### src/source/issue_consts.svh
`ifndef ISSUE_CONSTS_SVH
`define ISSUE_CONSTS_SVH

// register file geometry
`define REG_ADDR_W 5
`define REG_COUNT 32

// datapath width
`define DATA_W 32

// immediate field, sign-extended to DATA_W
`define IMM_W 12

// data memory words, address wraps modulo depth
`define DMEM_DEPTH 16

`endif

### src/source/issue_pkg.sv
`include "issue_consts.svh"

package issue_pkg;

    typedef enum logic [3:0] {
        op_nop,
        op_add,
        op_sub,
        op_and,
        op_or,
        op_xor,
        op_addi,
        op_mul,
        op_ld,
        op_st
    } issue_op_t;

    // second stage of the full pipe
    typedef enum logic [1:0] {
        stage_idle,
        stage_mul,
        stage_ld,
        stage_st
    } full_stage_t;

    // single cycle ALU ops, legal in either pipe
    function automatic logic is_simple(issue_op_t op);
        return op inside {op_add, op_sub, op_and, op_or, op_xor, op_addi};
    endfunction

    function automatic logic [`DATA_W-1:0] sext_imm(logic [`IMM_W-1:0] imm);
        return {{(`DATA_W - `IMM_W){imm[`IMM_W-1]}}, imm};
    endfunction

    function automatic logic [`DATA_W-1:0] simple_alu(
        issue_op_t           op,
        logic [`DATA_W-1:0]  a,
        logic [`DATA_W-1:0]  b,
        logic [`IMM_W-1:0]   imm
    );
        case (op)
            op_add:  return a + b;
            op_sub:  return a - b;
            op_and:  return a & b;
            op_or:   return a | b;
            op_xor:  return a ^ b;
            op_addi: return a + sext_imm(imm);
            default: return '0;
        endcase
    endfunction

endpackage

### src/source/lane_pipe.sv
`timescale 1ns/1ps
`include "issue_consts.svh"

module lane_pipe (
    input  logic                   clk,
    input  logic                   arst_n,
    input  issue_pkg::issue_op_t   lane_op,
    input  logic [`REG_ADDR_W-1:0] lane_rd,
    input  logic [`DATA_W-1:0]     lane_a,
    input  logic [`DATA_W-1:0]     lane_b,
    input  logic [`IMM_W-1:0]      lane_imm,
    output logic                   we,
    output logic [`REG_ADDR_W-1:0] waddr,
    output logic [`DATA_W-1:0]     wdata
);
    import issue_pkg::*;

    logic live;

    // writes enabled from the first edge after reset release
    always_ff @(posedge clk or negedge arst_n) begin
        if (!arst_n) begin
            live <= 1'b0;
        end else begin
            live <= 1'b1;
        end
    end

    // result is captured by the register file at the end of the issue cycle
    assign we    = live && is_simple(lane_op) && (lane_rd != '0);
    assign waddr = lane_rd;
    assign wdata = simple_alu(lane_op, lane_a, lane_b, lane_imm);

endmodule

### config.mk
export PLATFORM = sky130hd
export DESIGN_NAME = lane_pipe
export DESIGN_NICKNAME = d
export VERILOG_FILES = /design/src/source/issue_pkg.sv /design/src/source/lane_pipe.sv
export VERILOG_INCLUDE_DIRS = /design/src /design/src/source
export SDC_FILE = /design/constraint.sdc
export NUM_CORES = 1
export LEC_CHECK = 0
export ABC_AREA = 1
export BUFFER_PORTS_ARGS = -buffer_cell sky130_fd_sc_hd__buf_2
export CORE_MARGIN = 5
export CORE_UTILIZATION = 35
export CTS_BUF_LIST = sky130_fd_sc_hd__clkbuf_4 sky130_fd_sc_hd__clkbuf_8
export DETAILED_ROUTE_END_ITERATION = 10
export PLACE_DENSITY = 0.61
export SETUP_SLACK_MARGIN = 0.2
export SYNTH_ARGS = -nofsm -noshare
export SYNTH_HDL_FRONTEND = slang
export SYNTH_SLANG_ARGS = --single-unit
### constraint.sdc
create_clock -name clk -period 6.56 [get_ports clk]
set_input_delay 0.656 -clock clk [delete_from_list [all_inputs] [get_ports clk]]
set_output_delay 0.656 -clock clk [all_outputs]
set_load 0.005 [all_outputs]
==> qor.yml <==
port_buffers: 124
coreArea_mm2: 0.0139
hpwl_um: 16200
viasPerCell: 5.52
worst_pin_slew_ns: 0.739
io_pins: 125
cts_resized: 0
p_leak_uw: 0.00305
dr_wl_met3_um: 1270
synth_most_common_cell: "nand2_1"
synth_area_leaders: "ha_1 (26%), nand2_1 (14%), inv_1 (7.9%)"
cp-end-kind: "primary output"
routabilityCongestion: 0.958
setup_viol: 0
start_kind: "input pin"
max_slew_margin_pct: 50.7
wl_um: 19400
drcViolationCount: 0
top_register: "live"
yosys_warnings: 0
crit_arrival_ns: 4.02
critPathMaxFanout: 9
placed_cell_area_mm2: 0.00578
syn-cell-area_mm2: 0.00500
top_layer: "met4"
min_period_ns: 4.68
clk_pin_slew_ns: 0
largest_register_ffs: 1
die_w_um: 130
wl_met2_um: 8630
seq_area_frac_synth_pct: 0.500
syn-num-nets: 1046
antenna_left: 0
syn2layout_area_growth_pct: 15.4
crit_type: "in -> out"
first_pass_iters: 5
synthArstFlopShare_pct: 100
ys_ff_latch: 1
routedWlPerCell_um: 16.9
startpoint: "lane_op[2]"
wl_met1_um: 9080
fmax_mhz: 214
synth-edff-count: 0
netlist.area_leader.share_pct: 25.5
crit_required_ns: 5.90
fin_area_mm2: 0.00578
synthFlopType: "dfrtp_1"
vias: 6307
initial_core_util_pct: 35.9
grt_usage_pct: 22.0
tns_ns: 0
postCtsHoldBufs: 0
post-route-util_pct: 41.5
power_density_mw_per_mm2: 76.4
synthDistinctLibCells: 51
hold_viol_final: 0
grt_max_degree: 33
max_cap_violations: 0
grt_first_pass_wirelength_um: 30200
avgSynthCellArea_um2: 5.85
grt_overflow_total: 0
die_y_um: 130
peakVddDrop_mv: 0.0275
die_area_mm2: 0.0168
holdCritPathClass: "in -> async"
synthTopCellsByCount: "nand2_1 (185), inv_1 (105), ha_1 (102)"
fin_nets: 1154
antenna_found_initial: 0
top_regs: "live (1)"
grt_pass1_vias: 5773
rsz0062_at_grt: "no"
slew_viol_final: 0
syn-instance-count: 856
finalPower_uw: 442
fill_cells: 1534
status: "completed"
drt_iter0_drc: 542
rows: 43
post-cts-setup-buffers: 0
drive_above_1_share_pct: 18.2
synth_area_leader_cell: "ha_1"
antenna_cells: 0
fin_crit_sh_pct: 71.3
-- cells by family after synthesis --
family	share of synthesized area [%]
AO/OA/AOI/OAI	23.1
XOR/XNOR	0.350
adder cells (fa/ha/maj)	25.9
buffers and inverters	10.8
flip-flops	0.500
other	0.0749
AND/OR/NAND/NOR	39.3
-- metrics by stage --
stage          instances  hold WS (ns)  setup slack, ns
6_report            1142         0.431             1.88
4_1_cts             1142         0.432             1.94
3_5_place_dp        1142         0.433             1.93
2_1_floorplan        856         0.360             2.87
3_3_place_gp        1142         0.431             1.97
5_1_grt             1142         0.436             1.39
-- placed cells by master (no fill, tap or decap), types with 5 or more instances in the layout --
master / n
a21o_1: 5
a21oi_1: 60
a221oi_1: 17
a22oi_1: 16
buf_2: 124
ha_1: 102
inv_1: 105
inv_2: 8
nand2_1: 185
nand2_2: 6
nand3_1: 65
nand4_1: 15
nor2_1: 95
nor2_2: 5
nor2_4: 6
nor3_1: 13
o2111ai_1: 13
o21ai_0: 35
o21ai_1: 18
or2_1: 9
or2_2: 8
-- per-layer routing --
layer  track usage [%]  vias to the layer above
li1                  -                     3141
met1              32.6                     2890
met5                 0                        -
met2              35.9                      252
met3             0.866                       24
met4              3.97                        0
-- final cells by class --
class                           instances  area, um2  area share [%]
Multi-Input combinational cell        718       4440            76.9
Tap cell                              180        225            3.90
Sequential cell                         1       25.0           0.433
Timing Repair Buffer                  128        651            11.3
Inverter                              115        433            7.49
-- power by group --
part	internal [uW]	switching (uW)
Clock	0	0
Combinational	156	279
Sequential	6.60	0.119
-- worst max-delay path, cell delays in order --
cell and delay, ns:
buf_2 0.14, nor2_1 0.13, inv_1 0.09, nor2_1 0.51, inv_1 0.32, a21oi_1 0.18, o21ai_0 0.15, a22oi_1 0.31
ha_1 0.31, a21oi_1 0.17, o21ai_0 0.15, a21o_1 0.20, o21bai_1 0.16, or2_1 0.21, nand3_1 0.09, nand2_1 0.08
buf_2 0.15
-- path summary, 6_finish.rpt --
path                             end  cells after the start
min                             live                      1
max in group asynchronous       live                      1
min in group clk                  we                      3
max                        wdata[18]                     17
(Power assumes the default switching activity.)
