`src/source/issue_consts.svh`:
```
`ifndef ISSUE_CONSTS_SVH
`define ISSUE_CONSTS_SVH

// register file geometry
`define REG_ADDR_W 5
`define REG_COUNT 32

// datapath width
`define DATA_W 32

// immediate field, sign-extended to DATA_W
`define IMM_W 12

// data memory words, address wraps modulo depth
`define DMEM_DEPTH 16

`endif

```
`src/source/issue_pkg.sv`:
```
`include "issue_consts.svh"

package issue_pkg;

    typedef enum logic [3:0] {
        op_nop,
        op_add,
        op_sub,
        op_and,
        op_or,
        op_xor,
        op_addi,
        op_mul,
        op_ld,
        op_st
    } issue_op_t;

    // second stage of the full pipe
    typedef enum logic [1:0] {
        stage_idle,
        stage_mul,
        stage_ld,
        stage_st
    } full_stage_t;

    // single cycle ALU ops, legal in either pipe
    function automatic logic is_simple(issue_op_t op);
        return op inside {op_add, op_sub, op_and, op_or, op_xor, op_addi};
    endfunction

    function automatic logic [`DATA_W-1:0] sext_imm(logic [`IMM_W-1:0] imm);
        return {{(`DATA_W - `IMM_W){imm[`IMM_W-1]}}, imm};
    endfunction

    function automatic logic [`DATA_W-1:0] simple_alu(
        issue_op_t           op,
        logic [`DATA_W-1:0]  a,
        logic [`DATA_W-1:0]  b,
        logic [`IMM_W-1:0]   imm
    );
        case (op)
            op_add:  return a + b;
            op_sub:  return a - b;
            op_and:  return a & b;
            op_or:   return a | b;
            op_xor:  return a ^ b;
            op_addi: return a + sext_imm(imm);
            default: return '0;
        endcase
    endfunction

endpackage

```
`src/source/full_pipe.sv`:
```
`timescale 1ns/1ps
`include "issue_consts.svh"

module full_pipe (
    input  logic                   clk,
    input  logic                   arst_n,
    input  logic                   flush,
    input  issue_pkg::issue_op_t   full_op,
    input  logic [`REG_ADDR_W-1:0] full_rd,
    input  logic [`DATA_W-1:0]     full_a,
    input  logic [`DATA_W-1:0]     full_b,
    input  logic [`IMM_W-1:0]      full_imm,
    output logic                   we1,
    output logic [`REG_ADDR_W-1:0] waddr1,
    output logic [`DATA_W-1:0]     wdata1,
    output logic                   we2,
    output logic [`REG_ADDR_W-1:0] waddr2,
    output logic [`DATA_W-1:0]     wdata2
);
    import issue_pkg::*;

    localparam int DMEM_AW = $clog2(`DMEM_DEPTH);

    logic [`DATA_W-1:0]     dmem [`DMEM_DEPTH];
    logic [`DATA_W-1:0]     s1_addr;
    full_stage_t            s2_stage;
    logic [`REG_ADDR_W-1:0] s2_rd;
    logic [`DATA_W-1:0]     s2_a;
    logic [`DATA_W-1:0]     s2_b;
    logic [DMEM_AW-1:0]     s2_addr;

    // stage 1, single cycle ALU
    assign we1    = is_simple(full_op) && (full_rd != '0);
    assign waddr1 = full_rd;
    assign wdata1 = simple_alu(full_op, full_a, full_b, full_imm);

    assign s1_addr = full_a + sext_imm(full_imm);

    always_ff @(posedge clk or negedge arst_n) begin
        if (!arst_n) begin
            s2_stage <= stage_idle;
        end else if (flush) begin
            s2_stage <= stage_idle;
        end else begin
            case (full_op)
                op_mul:  s2_stage <= stage_mul;
                op_ld:   s2_stage <= stage_ld;
                op_st:   s2_stage <= stage_st;
                default: s2_stage <= stage_idle;
            endcase
        end
    end

    always_ff @(posedge clk) begin
        s2_rd   <= full_rd;
        s2_a    <= full_a;
        s2_b    <= full_b;
        // address wraps modulo memory depth
        s2_addr <= s1_addr[DMEM_AW-1:0];
    end

    // store lands at the end of stage 2
    always_ff @(posedge clk or negedge arst_n) begin
        if (!arst_n) begin
            for (int i = 0; i < `DMEM_DEPTH; i++) begin
                dmem[i] <= '0;
            end
        end else if (s2_stage == stage_st) begin
            dmem[s2_addr] <= s2_b;
        end
    end

    // stage 2, low half of product or loaded word
    assign we2    = (s2_stage == stage_mul || s2_stage == stage_ld) && (s2_rd != '0);
    assign waddr2 = s2_rd;
    assign wdata2 = (s2_stage == stage_mul) ? s2_a * s2_b : dmem[s2_addr];

endmodule

```
`config.mk`:
```
export PLATFORM = sky130hd
export DESIGN_NAME = full_pipe
export DESIGN_NICKNAME = d
export VERILOG_FILES = /design/src/source/issue_pkg.sv /design/src/source/full_pipe.sv
export VERILOG_INCLUDE_DIRS = /design/src /design/src/source
export SDC_FILE = /design/constraint.sdc
export NUM_CORES = 2
export LEC_CHECK = 0
export BUFFER_PORTS_ARGS = -buffer_cell sky130_fd_sc_hd__buf_2
export CAP_MARGIN = 20
export CORE_MARGIN = 5
export CORE_UTILIZATION = 61
export CTS_CLUSTER_DIAMETER = 30
export DETAILED_ROUTE_END_ITERATION = 10
export PLACE_DENSITY = 0.82
export SYNTH_ARGS = -nofsm -noshare
export SYNTH_HDL_FRONTEND = slang
export SYNTH_SLANG_ARGS = --single-unit
```
`constraint.sdc`:
```
create_clock -name clk -period 19.9 [get_ports clk]
set_input_delay 5.97 -clock clk [delete_from_list [all_inputs] [get_ports clk]]
set_output_delay 5.97 -clock clk [all_outputs]
set_load 0.1 [all_outputs]
```
==> results_dict.tcl <==
set metrics [dict create \
    status "completed" \
    grt_max_degree 123 \
    final_core_util_pct 68.0 \
    drtPass1Iterations 6 \
    finalMaxSlewViolations 0 \
    cts_sinks 587 \
    synth.distinct_cells 78 \
    placed_cells 4986 \
    tightestPinTransition_ps 1170 \
    die_x_um 286 \
    gr-total-overflow 0 \
    stdcell_area_um2 51400 \
    setup_violations 0 \
    relSlewSlack_pct 22.2 \
    cp-end-kind "output pin" \
    coreArea_um2 75600 \
    synth-seq-area-share_pct 30.9 \
    async_flop_share_pct 87.6 \
    netlist.area_leader.share_pct 27.8 \
    htree_num_levels 3 \
    start_util_pct 61.3 \
    drive_gt1_share_pct 26.8 \
    syn_avg_cell_area_um2 11.4 \
    synth_area_leaders "dfrtp_1 (28%), fa_1 (18%), mux2_2 (13%)" \
    row_count 101 \
    yosysTopAreaCell "dfrtp_1" \
    criticalPathCategory "primary input to output pin" \
    dp_hpwl_um 86200 \
    rsz0062_at_grt "false" \
    slowest_stage "nand2b_1" \
    clockBufferDepth 3 \
    fmax_mhz 59.8 \
    setup_tns_ps 0 \
    post_cts_buffers 0 \
    yosysWarnings 0 \
    gr-usage-all-layers_pct 32.8 \
    fin_nets 4857 \
    holdCritPathClass "flip-flop to flip-flop" \
    critPathLaunchType "primary input" \
    reg2regPathDepth 5 \
    grt_pass1_wl_um 207000 \
    cap_violations 0 \
    post_cts_resized 0 \
    viasPerCell 6.35 \
    ant_nets 0 \
    place_area_um2 47900 \
    drc 0 \
    crit_required_ps 13930 \
    final_cells 5177 \
    ys_ff_latch 587 \
    syn-num-nets 4802 \
    crit_fanout 17 \
    drt-initial-drc-count 3071 \
    holdBufCountCts 0 \
    slowest_delay_ps 750 \
    gp_congestion 0.952 \
    clkTransAtPathRegs_ps 50 \
    die_height_um 286 \
    crit_arrival_ps 10750 \
    hold_depth 1 \
    syn_to_final_growth_pct 10.9 \
    io_buffers 163 \
    synthFlopType "dfrtp_1" \
    fill_cells 5213 \
    drt-total-wl_um 132000 \
    clock_skew_ps 27.1 \
    wl_per_cell_um 25.5 \
    synth_edf_count 0 \
    tritoncts "done" \
    design.die.area_um2 81500 \
    dr_total_vias 32865 \
    fin_crit_ps 16720 \
    min_period_over_period_pct 84.0 \
    ios 164 \
    grt_pass1_vias 36140 \
    hold_viol 0 \
    path_cells "buf_2 -> nand2b_1 -> nand2b_1 -> o21ai_0 -> xnor2_1 -> ha_1 -> a21o_1 -> a221oi_4 -> o311ai_2 -> o31a_1 -> o21ai_1 -> o21ai_0 -> a21oi_1 -> mux2_2 -> o211ai_1 -> buf_2" \
    antenna_found_initial 16 \
    worst_skew_pair.late_latency_ps 650 \
    cts_root_buf "clkbuf_16" \
    synth_cells 4052 \
    synth.cell_area_um2 46300 \
    cts-buffers-inserted 95 \
]
[cells in the final DEF, fill, tap and decap left out, types with 18 or more instances in the layout]
cell type  count
dfrtp_1      514
inv_1        460
mux2_2       522
a21oi_1       94
buf_4         65
nor2_1        71
xnor2_1      121
buf_2        162
a21o_1        31
fa_1         410
o21ai_0       90
nand3_1       20
nor3_1        24
clkbuf_16     98
a211oi_1      18
nand2_1      300
and2_1       314
dfxtp_1       66
mux4_2       160
o211ai_1      18
nand2b_1      18
ha_1         252
xor2_1        39
[through the flow]
| stage | hold slack [ps] | worst slack [ps] |
|---|---|---|
| detailed placement | 487 | 3320 |
| global route | 505 | 2980 |
| floorplan | 474 | 2830 |
| global placement | 481 | 3330 |
| finish | 498 | 3180 |
| CTS | 499 | 3270 |
[layer usage]
layer / vias up / track usage, % / share of wire (%)
met1: 16918 / 42.0 / 38
li1: 13716 / - / -
met2: 1729 / 53.4 / 48
met4: 8 / 16.4 / 5.7
met5: - / 0 / 0.038
met3: 494 / 6.74 / 9.0
[final timing paths]
path	from	to	slack, ps
setup / recovery	full_op[0]	wdata1[30]	3180
hold / removal	dmem[433]$_DFFE_PN0P_	dmem[433]$_DFFE_PN0P_	500
setup reg to reg	s2_addr[1]$_DFF_P_	dmem[310]$_DFFE_PN0P_	16380
hold reg to reg	dmem[433]$_DFFE_PN0P_	dmem[433]$_DFFE_PN0P_	500
max in group asynchronous	arst_n	dmem[318]$_DFFE_PN0P_	11990
min in group asynchronous	arst_n	dmem[492]$_DFFE_PN0P_	5320
[registers in the layout (all words and copies together), names as in the netlist]
name      cells
dmem        512
s2_a         32
s2_addr       4
s2_b         32
s2_stage      2
waddr2        5
[worst max-delay path, delay by kind of cell]
family                     cells  cell delay [ps]
AOI/OAI and AO/OA              9             2280
adders and majority gates      1              310
and+or+nand+nor                2              950
xor gates and xnor gates       1              240
buffers and inverters          2              610
muxes                          1              370
[kinds of logic after synthesis]
family	Yosys count	synth area share, %
xor gates and xnor gates	160	3.03
adders and majority gates	662	24.5
and+or+nand+nor	839	9.33
muxes	687	20.6
AOI/OAI and AO/OA	383	5.52
DFF	587	30.9
buffers and inverters	734	6.07
[area by class of cell]
class                   instances  area, µm²  area share, %
clock buffers                 117       2600           5.07
diodes                         10       25.0         0.0487
inverters                     461       1730           3.37
repair buffers                231       1380           2.68
flip-flops and latches        587      14300           27.9
clock inverters                62        815           1.59
multi-input cells            2731      29300           57.0
well taps                     978       1220           2.38
[cells in the mapped netlist (7+ instances only)]
cell type  count
nor2b_1       10
a221o_1       10
nand4_1        8
or3_1         11
a21o_1        31
and3_1        12
mux2_2       522
o211ai_1      18
inv_1        460
o21ai_0       90
xnor2_1      121
dfrtp_1      514
o31ai_1        8
a221oi_1      17
a211oi_1      18
and2_1       314
nand2_1      301
nor3_1        25
dfxtp_1       73
o21bai_1      13
clkbuf_1     205
mux4_2       160
o221ai_1       9
nand2b_1      19
nand3_1       20
a21oi_1       94
ha_1         252
buf_2         28
fa_1         410
xor2_1        39
nor2_1        81
nand3b_1       8
buf_1         35
a22oi_1        8
o21a_1        12
a31oi_1        7
Power is not shown: default switching activity piles up to over one toggle a cycle in this logic, so the estimate is an artifact.
