--- src/source/issue_consts.svh ---
`ifndef ISSUE_CONSTS_SVH
`define ISSUE_CONSTS_SVH

// register file geometry
`define REG_ADDR_W 5
`define REG_COUNT 32

// datapath width
`define DATA_W 32

// immediate field, sign-extended to DATA_W
`define IMM_W 12

// data memory words, address wraps modulo depth
`define DMEM_DEPTH 16

`endif

--- src/source/issue_pkg.sv ---
`include "issue_consts.svh"

package issue_pkg;

    typedef enum logic [3:0] {
        op_nop,
        op_add,
        op_sub,
        op_and,
        op_or,
        op_xor,
        op_addi,
        op_mul,
        op_ld,
        op_st
    } issue_op_t;

    // second stage of the full pipe
    typedef enum logic [1:0] {
        stage_idle,
        stage_mul,
        stage_ld,
        stage_st
    } full_stage_t;

    // single cycle ALU ops, legal in either pipe
    function automatic logic is_simple(issue_op_t op);
        return op inside {op_add, op_sub, op_and, op_or, op_xor, op_addi};
    endfunction

    function automatic logic [`DATA_W-1:0] sext_imm(logic [`IMM_W-1:0] imm);
        return {{(`DATA_W - `IMM_W){imm[`IMM_W-1]}}, imm};
    endfunction

    function automatic logic [`DATA_W-1:0] simple_alu(
        issue_op_t           op,
        logic [`DATA_W-1:0]  a,
        logic [`DATA_W-1:0]  b,
        logic [`IMM_W-1:0]   imm
    );
        case (op)
            op_add:  return a + b;
            op_sub:  return a - b;
            op_and:  return a & b;
            op_or:   return a | b;
            op_xor:  return a ^ b;
            op_addi: return a + sext_imm(imm);
            default: return '0;
        endcase
    endfunction

endpackage

--- src/source/pair_dispatcher.sv ---
`timescale 1ns/1ps
`include "issue_consts.svh"

module pair_dispatcher (
    input  logic                   clk,
    input  logic                   arst_n,
    input  logic                   flush,
    input  logic                   hold,
    input  logic                   old_valid,
    input  issue_pkg::issue_op_t   old_op,
    input  logic [`REG_ADDR_W-1:0] old_rd,
    input  logic [`REG_ADDR_W-1:0] old_rj,
    input  logic [`REG_ADDR_W-1:0] old_rk,
    input  logic [`IMM_W-1:0]      old_imm,
    input  logic                   young_valid,
    input  issue_pkg::issue_op_t   young_op,
    input  logic [`REG_ADDR_W-1:0] young_rd,
    input  logic [`REG_ADDR_W-1:0] young_rj,
    input  logic [`REG_ADDR_W-1:0] young_rk,
    input  logic [`IMM_W-1:0]      young_imm,
    input  logic [`DATA_W-1:0]     old_a,
    input  logic [`DATA_W-1:0]     old_b,
    input  logic [`DATA_W-1:0]     old_d,
    input  logic [`DATA_W-1:0]     young_a,
    input  logic [`DATA_W-1:0]     young_b,
    output logic                   accept_old,
    output logic                   accept_young,
    output issue_pkg::issue_op_t   full_op,
    output logic [`REG_ADDR_W-1:0] full_rd,
    output logic [`DATA_W-1:0]     full_a,
    output logic [`DATA_W-1:0]     full_b,
    output logic [`IMM_W-1:0]      full_imm,
    output issue_pkg::issue_op_t   lane_op,
    output logic [`REG_ADDR_W-1:0] lane_rd,
    output logic [`DATA_W-1:0]     lane_a,
    output logic [`DATA_W-1:0]     lane_b,
    output logic [`IMM_W-1:0]      lane_imm
);
    import issue_pkg::*;

    // destination of the two-cycle op issued last cycle, zero when none
    logic [`REG_ADDR_W-1:0] pend_rd;
    logic                   old_stall;
    logic                   young_stall;
    logic                   young_dep;

    // true if op reads register r, r0 never counts
    function automatic logic reads_reg(
        issue_op_t              op,
        logic [`REG_ADDR_W-1:0] rd,
        logic [`REG_ADDR_W-1:0] rj,
        logic [`REG_ADDR_W-1:0] rk,
        logic [`REG_ADDR_W-1:0] r
    );
        logic uses_rj;
        logic uses_rk;
        logic uses_rd;
        uses_rj = (op != op_nop);
        uses_rk = op inside {op_add, op_sub, op_and, op_or, op_xor, op_mul};
        // store data comes from rd
        uses_rd = (op == op_st);
        return (r != '0) && ((uses_rj && rj == r) || (uses_rk && rk == r) ||
                             (uses_rd && rd == r));
    endfunction

    assign old_stall   = reads_reg(old_op, old_rd, old_rj, old_rk, pend_rd);
    assign young_stall = reads_reg(young_op, young_rd, young_rj, young_rk, pend_rd);

    // younger may neither read nor overwrite the older rd
    assign young_dep = reads_reg(young_op, young_rd, young_rj, young_rk, old_rd) ||
                       ((old_rd != '0) && (young_rd == old_rd));

    assign accept_old   = old_valid && !hold && !old_stall;
    assign accept_young = accept_old && young_valid && is_simple(young_op) &&
                          !young_stall && !young_dep;

    always_ff @(posedge clk or negedge arst_n) begin
        if (!arst_n) begin
            pend_rd <= '0;
        end else if (flush) begin
            pend_rd <= '0;
        end else if (accept_old && (old_op == op_mul || old_op == op_ld)) begin
            pend_rd <= old_rd;
        end else begin
            pend_rd <= '0;
        end
    end

    // refused slots go out as nop with zero fields
    always_comb begin
        full_op  = op_nop;
        full_rd  = '0;
        full_a   = '0;
        full_b   = '0;
        full_imm = '0;
        lane_op  = op_nop;
        lane_rd  = '0;
        lane_a   = '0;
        lane_b   = '0;
        lane_imm = '0;
        if (accept_old) begin
            full_op  = old_op;
            full_rd  = old_rd;
            full_a   = old_a;
            full_b   = (old_op == op_st) ? old_d : old_b;
            full_imm = old_imm;
        end
        if (accept_young) begin
            lane_op  = young_op;
            lane_rd  = young_rd;
            lane_a   = young_a;
            lane_b   = young_b;
            lane_imm = young_imm;
        end
    end

endmodule

--- config.mk ---
export PLATFORM = sky130hd
export DESIGN_NAME = pair_dispatcher
export DESIGN_NICKNAME = d
export VERILOG_FILES = /design/src/source/issue_pkg.sv /design/src/source/pair_dispatcher.sv
export VERILOG_INCLUDE_DIRS = /design/src /design/src/source
export SDC_FILE = /design/constraint.sdc
export NUM_CORES = 1
export LEC_CHECK = 0
export BUFFER_PORTS_ARGS = -buffer_cell sky130_fd_sc_hd__buf_2
export CAP_MARGIN = 20
export CORE_AREA = 3 3 157 159
export DETAILED_ROUTE_END_ITERATION = 10
export DIE_AREA = 0 0 160 162
export MAX_ROUTING_LAYER = met4
export PLACE_DENSITY = 0.42
export SLEW_MARGIN = 0
export SYNTH_ARGS = -nofsm -noshare
export SYNTH_HDL_FRONTEND = slang
export SYNTH_SLANG_ARGS = --single-unit
--- constraint.sdc ---
create_clock -name clk -period 6.1 [get_ports clk]
set_input_delay 1.22 -clock clk [delete_from_list [all_inputs] [get_ports clk]]
set_output_delay 1.22 -clock clk [all_outputs]
set_load 0.02 [all_outputs]
==> impl_metrics.env, run 1 <==
export IMPL_outcome="completed"
export IMPL_synthTopCellsByCount="nand2_1 (149), nor4_2 (76), and2_1 (51), a21oi_1 (34), xor2_1 (34)"
export IMPL_ant_nets=0
export IMPL_end_kind="primary output"
export IMPL_rsz0062_at_grt="false"
export IMPL_gp_congestion=0.8043
export IMPL_dpl_cell_count=1152
export IMPL_syn_avg_cell_area_um2=6.666
export IMPL_ff2ff_path_depth=7
export IMPL_routed_top_layer="met4"
export IMPL_coreArea_um2=23400
export IMPL_ctsHoldBuffers=0
export IMPL_grt_remaining_overflow=0
export IMPL_multi_input_area_um2=2806
export IMPL_worstSetupPathType="primary input to primary output"
export IMPL_drc=0
export IMPL_finalClockSkew_ns=0.0008251
export IMPL_power_density_nw_per_um2=78.50
export IMPL_die_area_um2=25920
export IMPL_power_leakage_nw=2.847
export IMPL_synth_flop_cell="dfrtp_1"
export IMPL_htreeDepth=1
export IMPL_wl_met2_um=8192
export IMPL_worstPathArrival_ns=3.37
export IMPL_regMostFlops="pend_rd"
export IMPL_synth_seq_cells=5
export IMPL_syn_num_nets=713
export IMPL_met1_length_um=6467
export IMPL_io_pins=400
export IMPL_area_sequential_um2=125.1
export IMPL_timing_fmax_mhz=217.7
export IMPL_cts_setup_buffers=0
export IMPL_synth_cells=485
export IMPL_cts_tree="built"
export IMPL_grt_pass1_wl_um=24670
export IMPL_fp_dieW_um=160
export IMPL_yosysMostFrequentCell="nand2_1"
export IMPL_dr_total_vias=4698
export IMPL_grt_pass1_vias=4519
export IMPL_slew_headroom_pct=49.50
export IMPL_reg2reg_slack_ns=3.57
export IMPL_synth_edf_count=0
export IMPL_path_max_fanout=18
export IMPL_area_growth_pct=73.22
export IMPL_setup_viol=0
export IMPL_synth_area_top_cells="nor4_2 (29%), nand2_1 (17%), and2_1 (9.9%), xor2_1 (9.2%), a21oi_1 (5.3%)"
export IMPL_wl_met3_um=1477
export IMPL_dr_pass1_iters=5
export IMPL_post_route_min_period_ns=4.594
export IMPL_cts_made_buffers=3
export IMPL_fin_setup_tns_ns=0
export IMPL_tightestPinTransition_ns=0.7576
export IMPL_final_layout_size_suffix_gt1_share_pct=59.50
export IMPL_async_flop_share_pct=100.0
export IMPL_yosysWarnings=0
export IMPL_drt_iter0_drc=304
export IMPL_avgRoutedWirePerCell_um=14.09
export IMPL_num_rows=56
export IMPL_synth_distinct_cells=32
export IMPL_clock_root_buffer="clkbuf_16"
export IMPL_timing_final_crit_share_pct=75.32
export IMPL_cts_sinks=5
export IMPL_slew_viol_final=0
export IMPL_synth_top_area_share_pct=29.41
export IMPL_max_cap_violations=0
export IMPL_nets=1066
export IMPL_synth_cell_area_um2=3233
export IMPL_max_stage_delay_ns=0.66
export IMPL_wl_um=16310
export IMPL_fill_cells=2685
export IMPL_grt_usage_pct=11.80
export IMPL_antenna_found_initial=3
export IMPL_largestRegisters="pend_rd x5"
export IMPL_seq_area_frac_synth_pct=3.870
export IMPL_clock_latency_ns=0.23
export IMPL_clk_pin_slew_ns=0.03
export IMPL_worst_setup_path_start_kind="primary input"
export IMPL_peakVddDrop_uv=62.87
export IMPL_slowest_stage="a22oi_2"
export IMPL_required_ns=4.88
export IMPL_post_dp_hpwl_um=13170
export IMPL_vias_per_cell=4.057
export IMPL_cts_max_path_buffers=2
export IMPL_holdCritPathClass="primary input to async pin"
export IMPL_finalHoldViolations=0
export IMPL_largest_reg_flops=5
export IMPL_fin_cells=1158
export IMPL_start_util_pct=13.82
export IMPL_cts_repair_resized=0
export IMPL_die_h_um=162
export IMPL_port_buffers=398
export IMPL_yosys_area_top_type="nor4_2"
export IMPL_grt_max_degree=120
export IMPL_worstPathCellList="buf_2 > xor2_1 > nor4_1 > a22oi_1 > a22oi_2 > buf_4 > nor4_1 > buf_2"
-- routing by layer --
layer | track usage [%] | up-vias
met2 | 21.30 | 268
met4 | 1.893 | 0
met1 | 13.89 | 2054
met3 | 2.219 | 14
met5 | - | -
li1 | - | 2362
-- power by group --
| group | internal (mW) | switching (mW) | total [mW] |
|---|---|---|---|
| clock | 0.0867 | 0.0218 | 0.108 |
| combinational | 0.123 | 0.174 | 0.297 |
| sequential | 0.0336 | 0.000792 | 0.0344 |
| total | 0.243 | 0.197 | 0.440 |
-- layout make-up --
type / count / share of cell area (%)
flip-flops and latches: 5 / 2.234
multi-input cells: 411 / 50.11
well taps: 319 / 7.127
inverters: 5 / 0.3351
diodes: 2 / 0.08937
clock buffers: 4 / 1.408
repair buffers: 412 / 38.70
-- cell usage in the layout, fill, tap and decap left out, types with 6 or more instances in the layout --
cell type  count
nand2_1      149
buf_2        398
nor4_1        15
buf_4          9
nor3_1         6
and2_1        51
a21oi_1       34
xor2_1        34
nor4_2        76
xnor2_1       13
-- worst paths after layout --
| check | start | endpoint |
|---|---|---|
| worst min-delay path | arst_n | pend_rd[1] |
| max in group asynchronous | arst_n | pend_rd[2] |
| worst max-delay path | old_rd[3] | lane_b[31] |
| min in group clk | old_rd[0] | pend_rd[0] |
| worst min register to register | pend_rd[2] | pend_rd[4] |
| worst max register to register | pend_rd[3] | pend_rd[1] |
-- worst max-delay path: cells and delay by family --
family	cells	cell delay [ns]
AO/OA/AOI/OAI	2	0.79
buffers and inverters	3	0.77
AND/OR/NAND/NOR	2	0.42
XOR/XNOR	1	0.17
-- through the flow --
stage	hold slack [ns]	cell area (µm²)	util, %	setup slack [ns]	power (mW)
2_1_floorplan	0.9244	3233	-	1.850	0.1990
3_3_place_gp	1.046	5489	23.45	1.366	0.3329
3_5_place_dp	1.053	5517	23.57	1.425	0.3336
4_1_cts	0.8158	5595	23.91	1.416	0.4450
5_1_grt	0.8199	5600	23.93	1.314	0.4731
6_report	0.8156	5600	23.93	1.506	0.4396
-- kinds of logic (layout without fill, tap and decap cells) --
logic type      count (synthesis)  after routing  share of synthesized area [%]
simple gates                  323            323                          65.52
other cells                     1              3                         0.1160
buf+inv                        69            421                          11.11
xor+xnor                       47             47                          12.73
flops                           5              5                          3.870
compound gates                 40             40                          6.656
(Power assumes the default switching activity.)
==> run 2: changes to the inputs <==
Settings changed: CORE_AREA 3 3 157 159 to 3 3 156 158, DIE_AREA 0 0 160 162 to 0 0 159 161.
Clock period 6.1 ns to 4.45 ns, I/O delays scaled along.
==> impl_metrics.env, run 2 (synthesized netlist as in run 1, its figures left out) <==
export IMPL_swShare_pct=44.46
export IMPL_ant_nets=0
export IMPL_cts_tree="built"
export IMPL_timing_fmax_mhz=256.6
export IMPL_wl_um=17420
export IMPL_holdCritPathClass="primary input to async pin"
export IMPL_final_cell_mix="buf_2 (398), nand2_1 (149), nor4_2 (76)"
export IMPL_clkPwrFrac_pct=23.8
export IMPL_max_stage_delay_ns=0.59
export IMPL_fp_dieW_um=159
export IMPL_gp_congestion=0.8013
export IMPL_post_dp_hpwl_um=14610
export IMPL_place_area_um2=5592
export IMPL_routed_top_layer="met4"
export IMPL_p_int_mw=0.3392
export IMPL_setup_viol=0
export IMPL_wl_met3_um=1232
export IMPL_worstPathArrival_ns=3.01
export IMPL_final_layout_size_suffix_gt1_share_pct=60.02
export IMPL_wl_met2_um=8766
export IMPL_ctsHoldBuffers=0
export IMPL_seqPwrFrac_pct=7.7
export IMPL_post_route_min_period_ns=3.898
export IMPL_port_buffers=398
export IMPL_finalClockSkew_ns=0.0009366
export IMPL_clk_pin_slew_ns=0.03
export IMPL_r2r_start="pend_rd[3]"
export IMPL_grt_remaining_overflow=0
export IMPL_area_growth_pct=75.54
export IMPL_design_area_um2=5675
export IMPL_vias_per_cell=4.052
export IMPL_cts_made_buffers=3
export IMPL_slowest_stage="or4_4"
export IMPL_tightestPinTransition_ns=0.5756
export IMPL_required_ns=3.56
export IMPL_cts_sinks=5
export IMPL_p_sw_mw=0.2715
export IMPL_dr_pass1_iters=4
export IMPL_antenna_found_initial=2
export IMPL_start_util_pct=13.90
export IMPL_max_cap_violations=0
export IMPL_worst_setup_path_start_kind="flop"
export IMPL_met1_length_um=7253
export IMPL_peakVddDrop_uv=76.70
export IMPL_dpl_worst_slack_ns=0.5211
export IMPL_fin_setup_tns_ns=0
export IMPL_crit_start="pend_rd[3]"
export IMPL_drc=0
export IMPL_cts_repair_resized=0
export IMPL_nets=1077
export IMPL_grt_usage_pct=12.85
export IMPL_largest_reg_flops=5
export IMPL_cts_max_path_buffers=2
export IMPL_whs_ns=0.4784
export IMPL_clock_latency_ns=0.22
export IMPL_slew_viol_final=0
export IMPL_power_leakage_nw=2.898
export IMPL_power_density_nw_per_um2=107.6
export IMPL_dr_total_vias=4737
export IMPL_die_area_um2=25600
export IMPL_rsz0062_at_grt="false"
export IMPL_regMostFlops="pend_rd"
export IMPL_setup_ws_ns=0.5522
export IMPL_outcome="completed"
export IMPL_die_h_um=161
export IMPL_slew_headroom_pct=61.57
export IMPL_grt_pass1_vias=4830
export IMPL_end_kind="primary output"
export IMPL_grt_max_degree=63
export IMPL_clock_root_buffer="clkbuf_16"
export IMPL_largestRegisters="pend_rd x5"
export IMPL_worstPathCellList="or4_4 > nor2_2 > or3_1 > o2111ai_4 > buf_4 > nor4_1 > buf_2"
export IMPL_num_rows=56
export IMPL_cts_setup_buffers=0
export IMPL_timing_final_crit_share_pct=87.59
export IMPL_finalHoldViolations=0
export IMPL_p_comb_share_pct=68.4
export IMPL_io_pins=400
export IMPL_drt_iter0_drc=270
export IMPL_final_common_cell="buf_2"
export IMPL_coreArea_um2=23260
export IMPL_grt_pass1_wl_um=26300
export IMPL_path_max_fanout=32
export IMPL_avgRoutedWirePerCell_um=14.90
export IMPL_htreeDepth=1
export IMPL_worstSetupPathType="flop to primary output"
run 2: critical path, delay by kind of cell (launching register included):
kind	cells	cell delay (ns)
compound gates	1	0.20
simple gates	4	1.47
flops	1	0.52
buf+inv	2	0.57
run 2: area by class of cell:
type | instances | area (µm²)
Antenna cell | 2 | 5.005
Clock buffer | 4 | 78.83
Fill cell | 2680 | 17590
Inverter | 5 | 18.77
Multi-Input combinational cell | 411 | 2806
Sequential cell | 5 | 125.1
Tap cell | 319 | 399.1
Timing Repair Buffer | 423 | 2242
run 2: path summary, 6_finish.rpt:
kind	endpoint	slack [ns]	cells after the start
max in group asynchronous	pend_rd[4]	3.84	1
min in group clk	pend_rd[0]	1.02	2
hold reg to reg	pend_rd[3]	1.61	5
hold / removal	pend_rd[3]	0.48	1
setup / recovery	lane_imm[2]	0.55	7
setup reg to reg	pend_rd[4]	1.90	7
run 2: per-layer routing:
| metal | vias up | track usage, % |
|---|---|---|
| li1 | 2382 | - |
| met1 | 2104 | 15.38 |
| met2 | 241 | 23.07 |
| met3 | 10 | 2.001 |
| met4 | 0 | 2.388 |
| met5 | - | - |
run 2: power groups by stage:
| stage | Sequential, mW | Combinational (mW) | Clock [mW] |
|---|---|---|---|
| 2_1_floorplan | 0.0466 | 0.226 | 0 |
| 3_3_place_gp | 0.0476 | 0.423 | 0 |
| 3_5_place_dp | 0.0476 | 0.422 | 0 |
| 4_1_cts | 0.0470 | 0.424 | 0.149 |
| 5_1_grt | 0.0470 | 0.459 | 0.154 |
| 6_report | 0.0470 | 0.418 | 0.146 |
run 2: stage by stage:
stage | std cells | power [mW] | util [%]
CTS | 1167 | 0.6194 | 24.38
global placement | 1163 | 0.4702 | 24.04
floorplan | 485 | 0.2727 | -
detailed placement | 1163 | 0.4695 | 24.04
global route | 1169 | 0.6599 | 24.40
finish | 1169 | 0.6107 | 24.40
==> run 3: changes to the inputs <==
Clock period 4.45 ns to 4.1 ns, I/O delays scaled along.
==> impl_metrics.env, run 3 (synthesized netlist as in run 1, its figures left out) <==
export IMPL_ctsHoldBuffers=0
export IMPL_coreArea_um2=23260
export IMPL_fin_util_pct=24.63
export IMPL_rsz0062_at_grt="false"
export IMPL_largestRegisters="pend_rd x5"
export IMPL_fp_dieW_um=159
export IMPL_tightestPinTransition_ns=0.7261
export IMPL_num_rows=56
export IMPL_vias_per_cell=4.088
export IMPL_cp_num_buf_inv=3
export IMPL_port_buffers=398
export IMPL_grt_remaining_overflow=0
export IMPL_drc=0
export IMPL_peakVddDrop_uv=87.44
export IMPL_multi_input_area_um2=2806
export IMPL_drt_iter0_drc=232
export IMPL_outcome="completed"
export IMPL_dr_pass1_iters=4
export IMPL_crit_family="simple AND/OR/NAND/NOR gates"
export IMPL_path_max_fanout=18
export IMPL_cpMostUsedCell="buf_12"
export IMPL_grt_pass1_vias=4839
export IMPL_antenna_found_initial=1
export IMPL_clock_latency_ns=0.23
export IMPL_fin_setup_tns_ns=0
export IMPL_post_dp_hpwl_um=14780
export IMPL_cts_tree="built"
export IMPL_power_density_nw_per_um2=116.1
export IMPL_power_total_mw=0.6651
export IMPL_worstSetupPathType="flop to primary output"
export IMPL_slew_viol_final=0
export IMPL_clk_pin_slew_ns=0.03
export IMPL_start_util_pct=13.90
export IMPL_cts_setup_buffers=0
export IMPL_worst_setup_path_start_kind="flop"
export IMPL_slew_headroom_pct=51.59
export IMPL_finalHoldViolations=0
export IMPL_grt_pass1_wl_um=26450
export IMPL_fill_cells=2695
export IMPL_final_cell_mix="buf_2 (398), nand2_1 (149), nor4_2 (76)"
export IMPL_setup_viol=0
export IMPL_cts_max_path_buffers=2
export IMPL_place_area_um2=5652
export IMPL_avgRoutedWirePerCell_um=14.98
export IMPL_power_leakage_nw=2.941
export IMPL_htreeDepth=1
export IMPL_max_stage_delay_ns=0.53
export IMPL_timing_final_crit_share_pct=90.55
export IMPL_end_kind="primary output"
export IMPL_regMostFlops="pend_rd"
export IMPL_wl_um=17600
export IMPL_final_common_cell="buf_2"
export IMPL_clock_root_buffer="clkbuf_16"
export IMPL_die_h_um=161
export IMPL_largest_reg_flops=5
export IMPL_diodes=0
export IMPL_design_area_um2=5731
export IMPL_max_cap_violations=0
export IMPL_nets=1085
export IMPL_holdCritPathClass="primary input to async pin"
export IMPL_worstPathArrival_ns=2.89
export IMPL_grt_max_degree=66
export IMPL_ant_nets=0
export IMPL_area_growth_pct=77.24
export IMPL_worstPathCellList="or4_4 > nor2_2 > or3_1 > o2111ai_4 > buf_12 > buf_12 > nor4b_1 > buf_2"
export IMPL_io_pins=400
export IMPL_finalClockSkew_ns=0.0002914
export IMPL_cts_repair_resized=0
export IMPL_slowest_stage="or4_4"
export IMPL_required_ns=3.28
export IMPL_gp_congestion=0.7848
export IMPL_die_area_um2=25600
export IMPL_dr_total_vias=4803
export IMPL_final_layout_size_suffix_gt1_share_pct=60.40
export IMPL_area_sequential_um2=125.1
export IMPL_timing_fmax_mhz=269.4
export IMPL_cts_sinks=5
export IMPL_cts_made_buffers=3
export IMPL_grt_usage_pct=13.00
export IMPL_post_route_min_period_ns=3.713
-- run 3: path summary, 6_finish.rpt --
check / slack [ns] / endpoint / cells past startpoint / start
worst max-delay path: 0.39 / accept_young / 8 / pend_rd[0]
worst max register to register: 1.89 / pend_rd[4] / 6 / pend_rd[0]
worst min-delay path: 0.40 / pend_rd[2] / 1 / arst_n
worst min register to register: 1.21 / pend_rd[1] / 5 / pend_rd[4]
min in group clk: 0.95 / pend_rd[0] / 2 / old_rd[0]
max in group asynchronous: 3.58 / pend_rd[1] / 1 / arst_n
-- run 3: routing by layer --
metal	vias up	share of wire (%)	GRT usage, %
li1	2395	-	-
met5	-	0	-
met1	2155	41	15.49
met4	0	0.39	1.194
met3	6	6.3	1.462
met2	247	53	24.43
-- run 3: power by group --
| part | total (mW) | internal, mW | switching, mW |
|---|---|---|---|
| Combinational | 0.455 | 0.190 | 0.265 |
| Clock | 0.160 | 0.129 | 0.0308 |
| Sequential | 0.0507 | 0.0500 | 0.000724 |
| Total | 0.665 | 0.369 | 0.296 |
-- run 3: layout make-up --
cell class,count,share of cell area [%]
Multi-Input combinational cell,411,48.97
Timing Repair Buffer,431,40.17
Tap cell,319,6.965
Sequential cell,5,2.183
Clock buffer,4,1.376
Inverter,5,0.3275
-- run 3: stage by stage --
| step | hold slack, ns | std cells | setup slack, ns |
|---|---|---|---|
| 3_3_place_gp | 0.6361 | 1171 | 0.3098 |
| 4_1_cts | 0.3995 | 1175 | 0.2128 |
| 3_5_place_dp | 0.6358 | 1171 | 0.2639 |
| 6_report | 0.3978 | 1175 | 0.3874 |
| 2_1_floorplan | 0.5244 | 485 | 0.6495 |
| 5_1_grt | 0.4001 | 1175 | 0.1233 |
-- run 3: worst reg2reg max path, cell delays in order (launching register included) --
cell       delay, ns
dfrtp_1         0.51
or4_4           0.53
nor2_2          0.27
or3_1           0.20
o2111ai_4       0.21
inv_1           0.23
and3_1          0.19
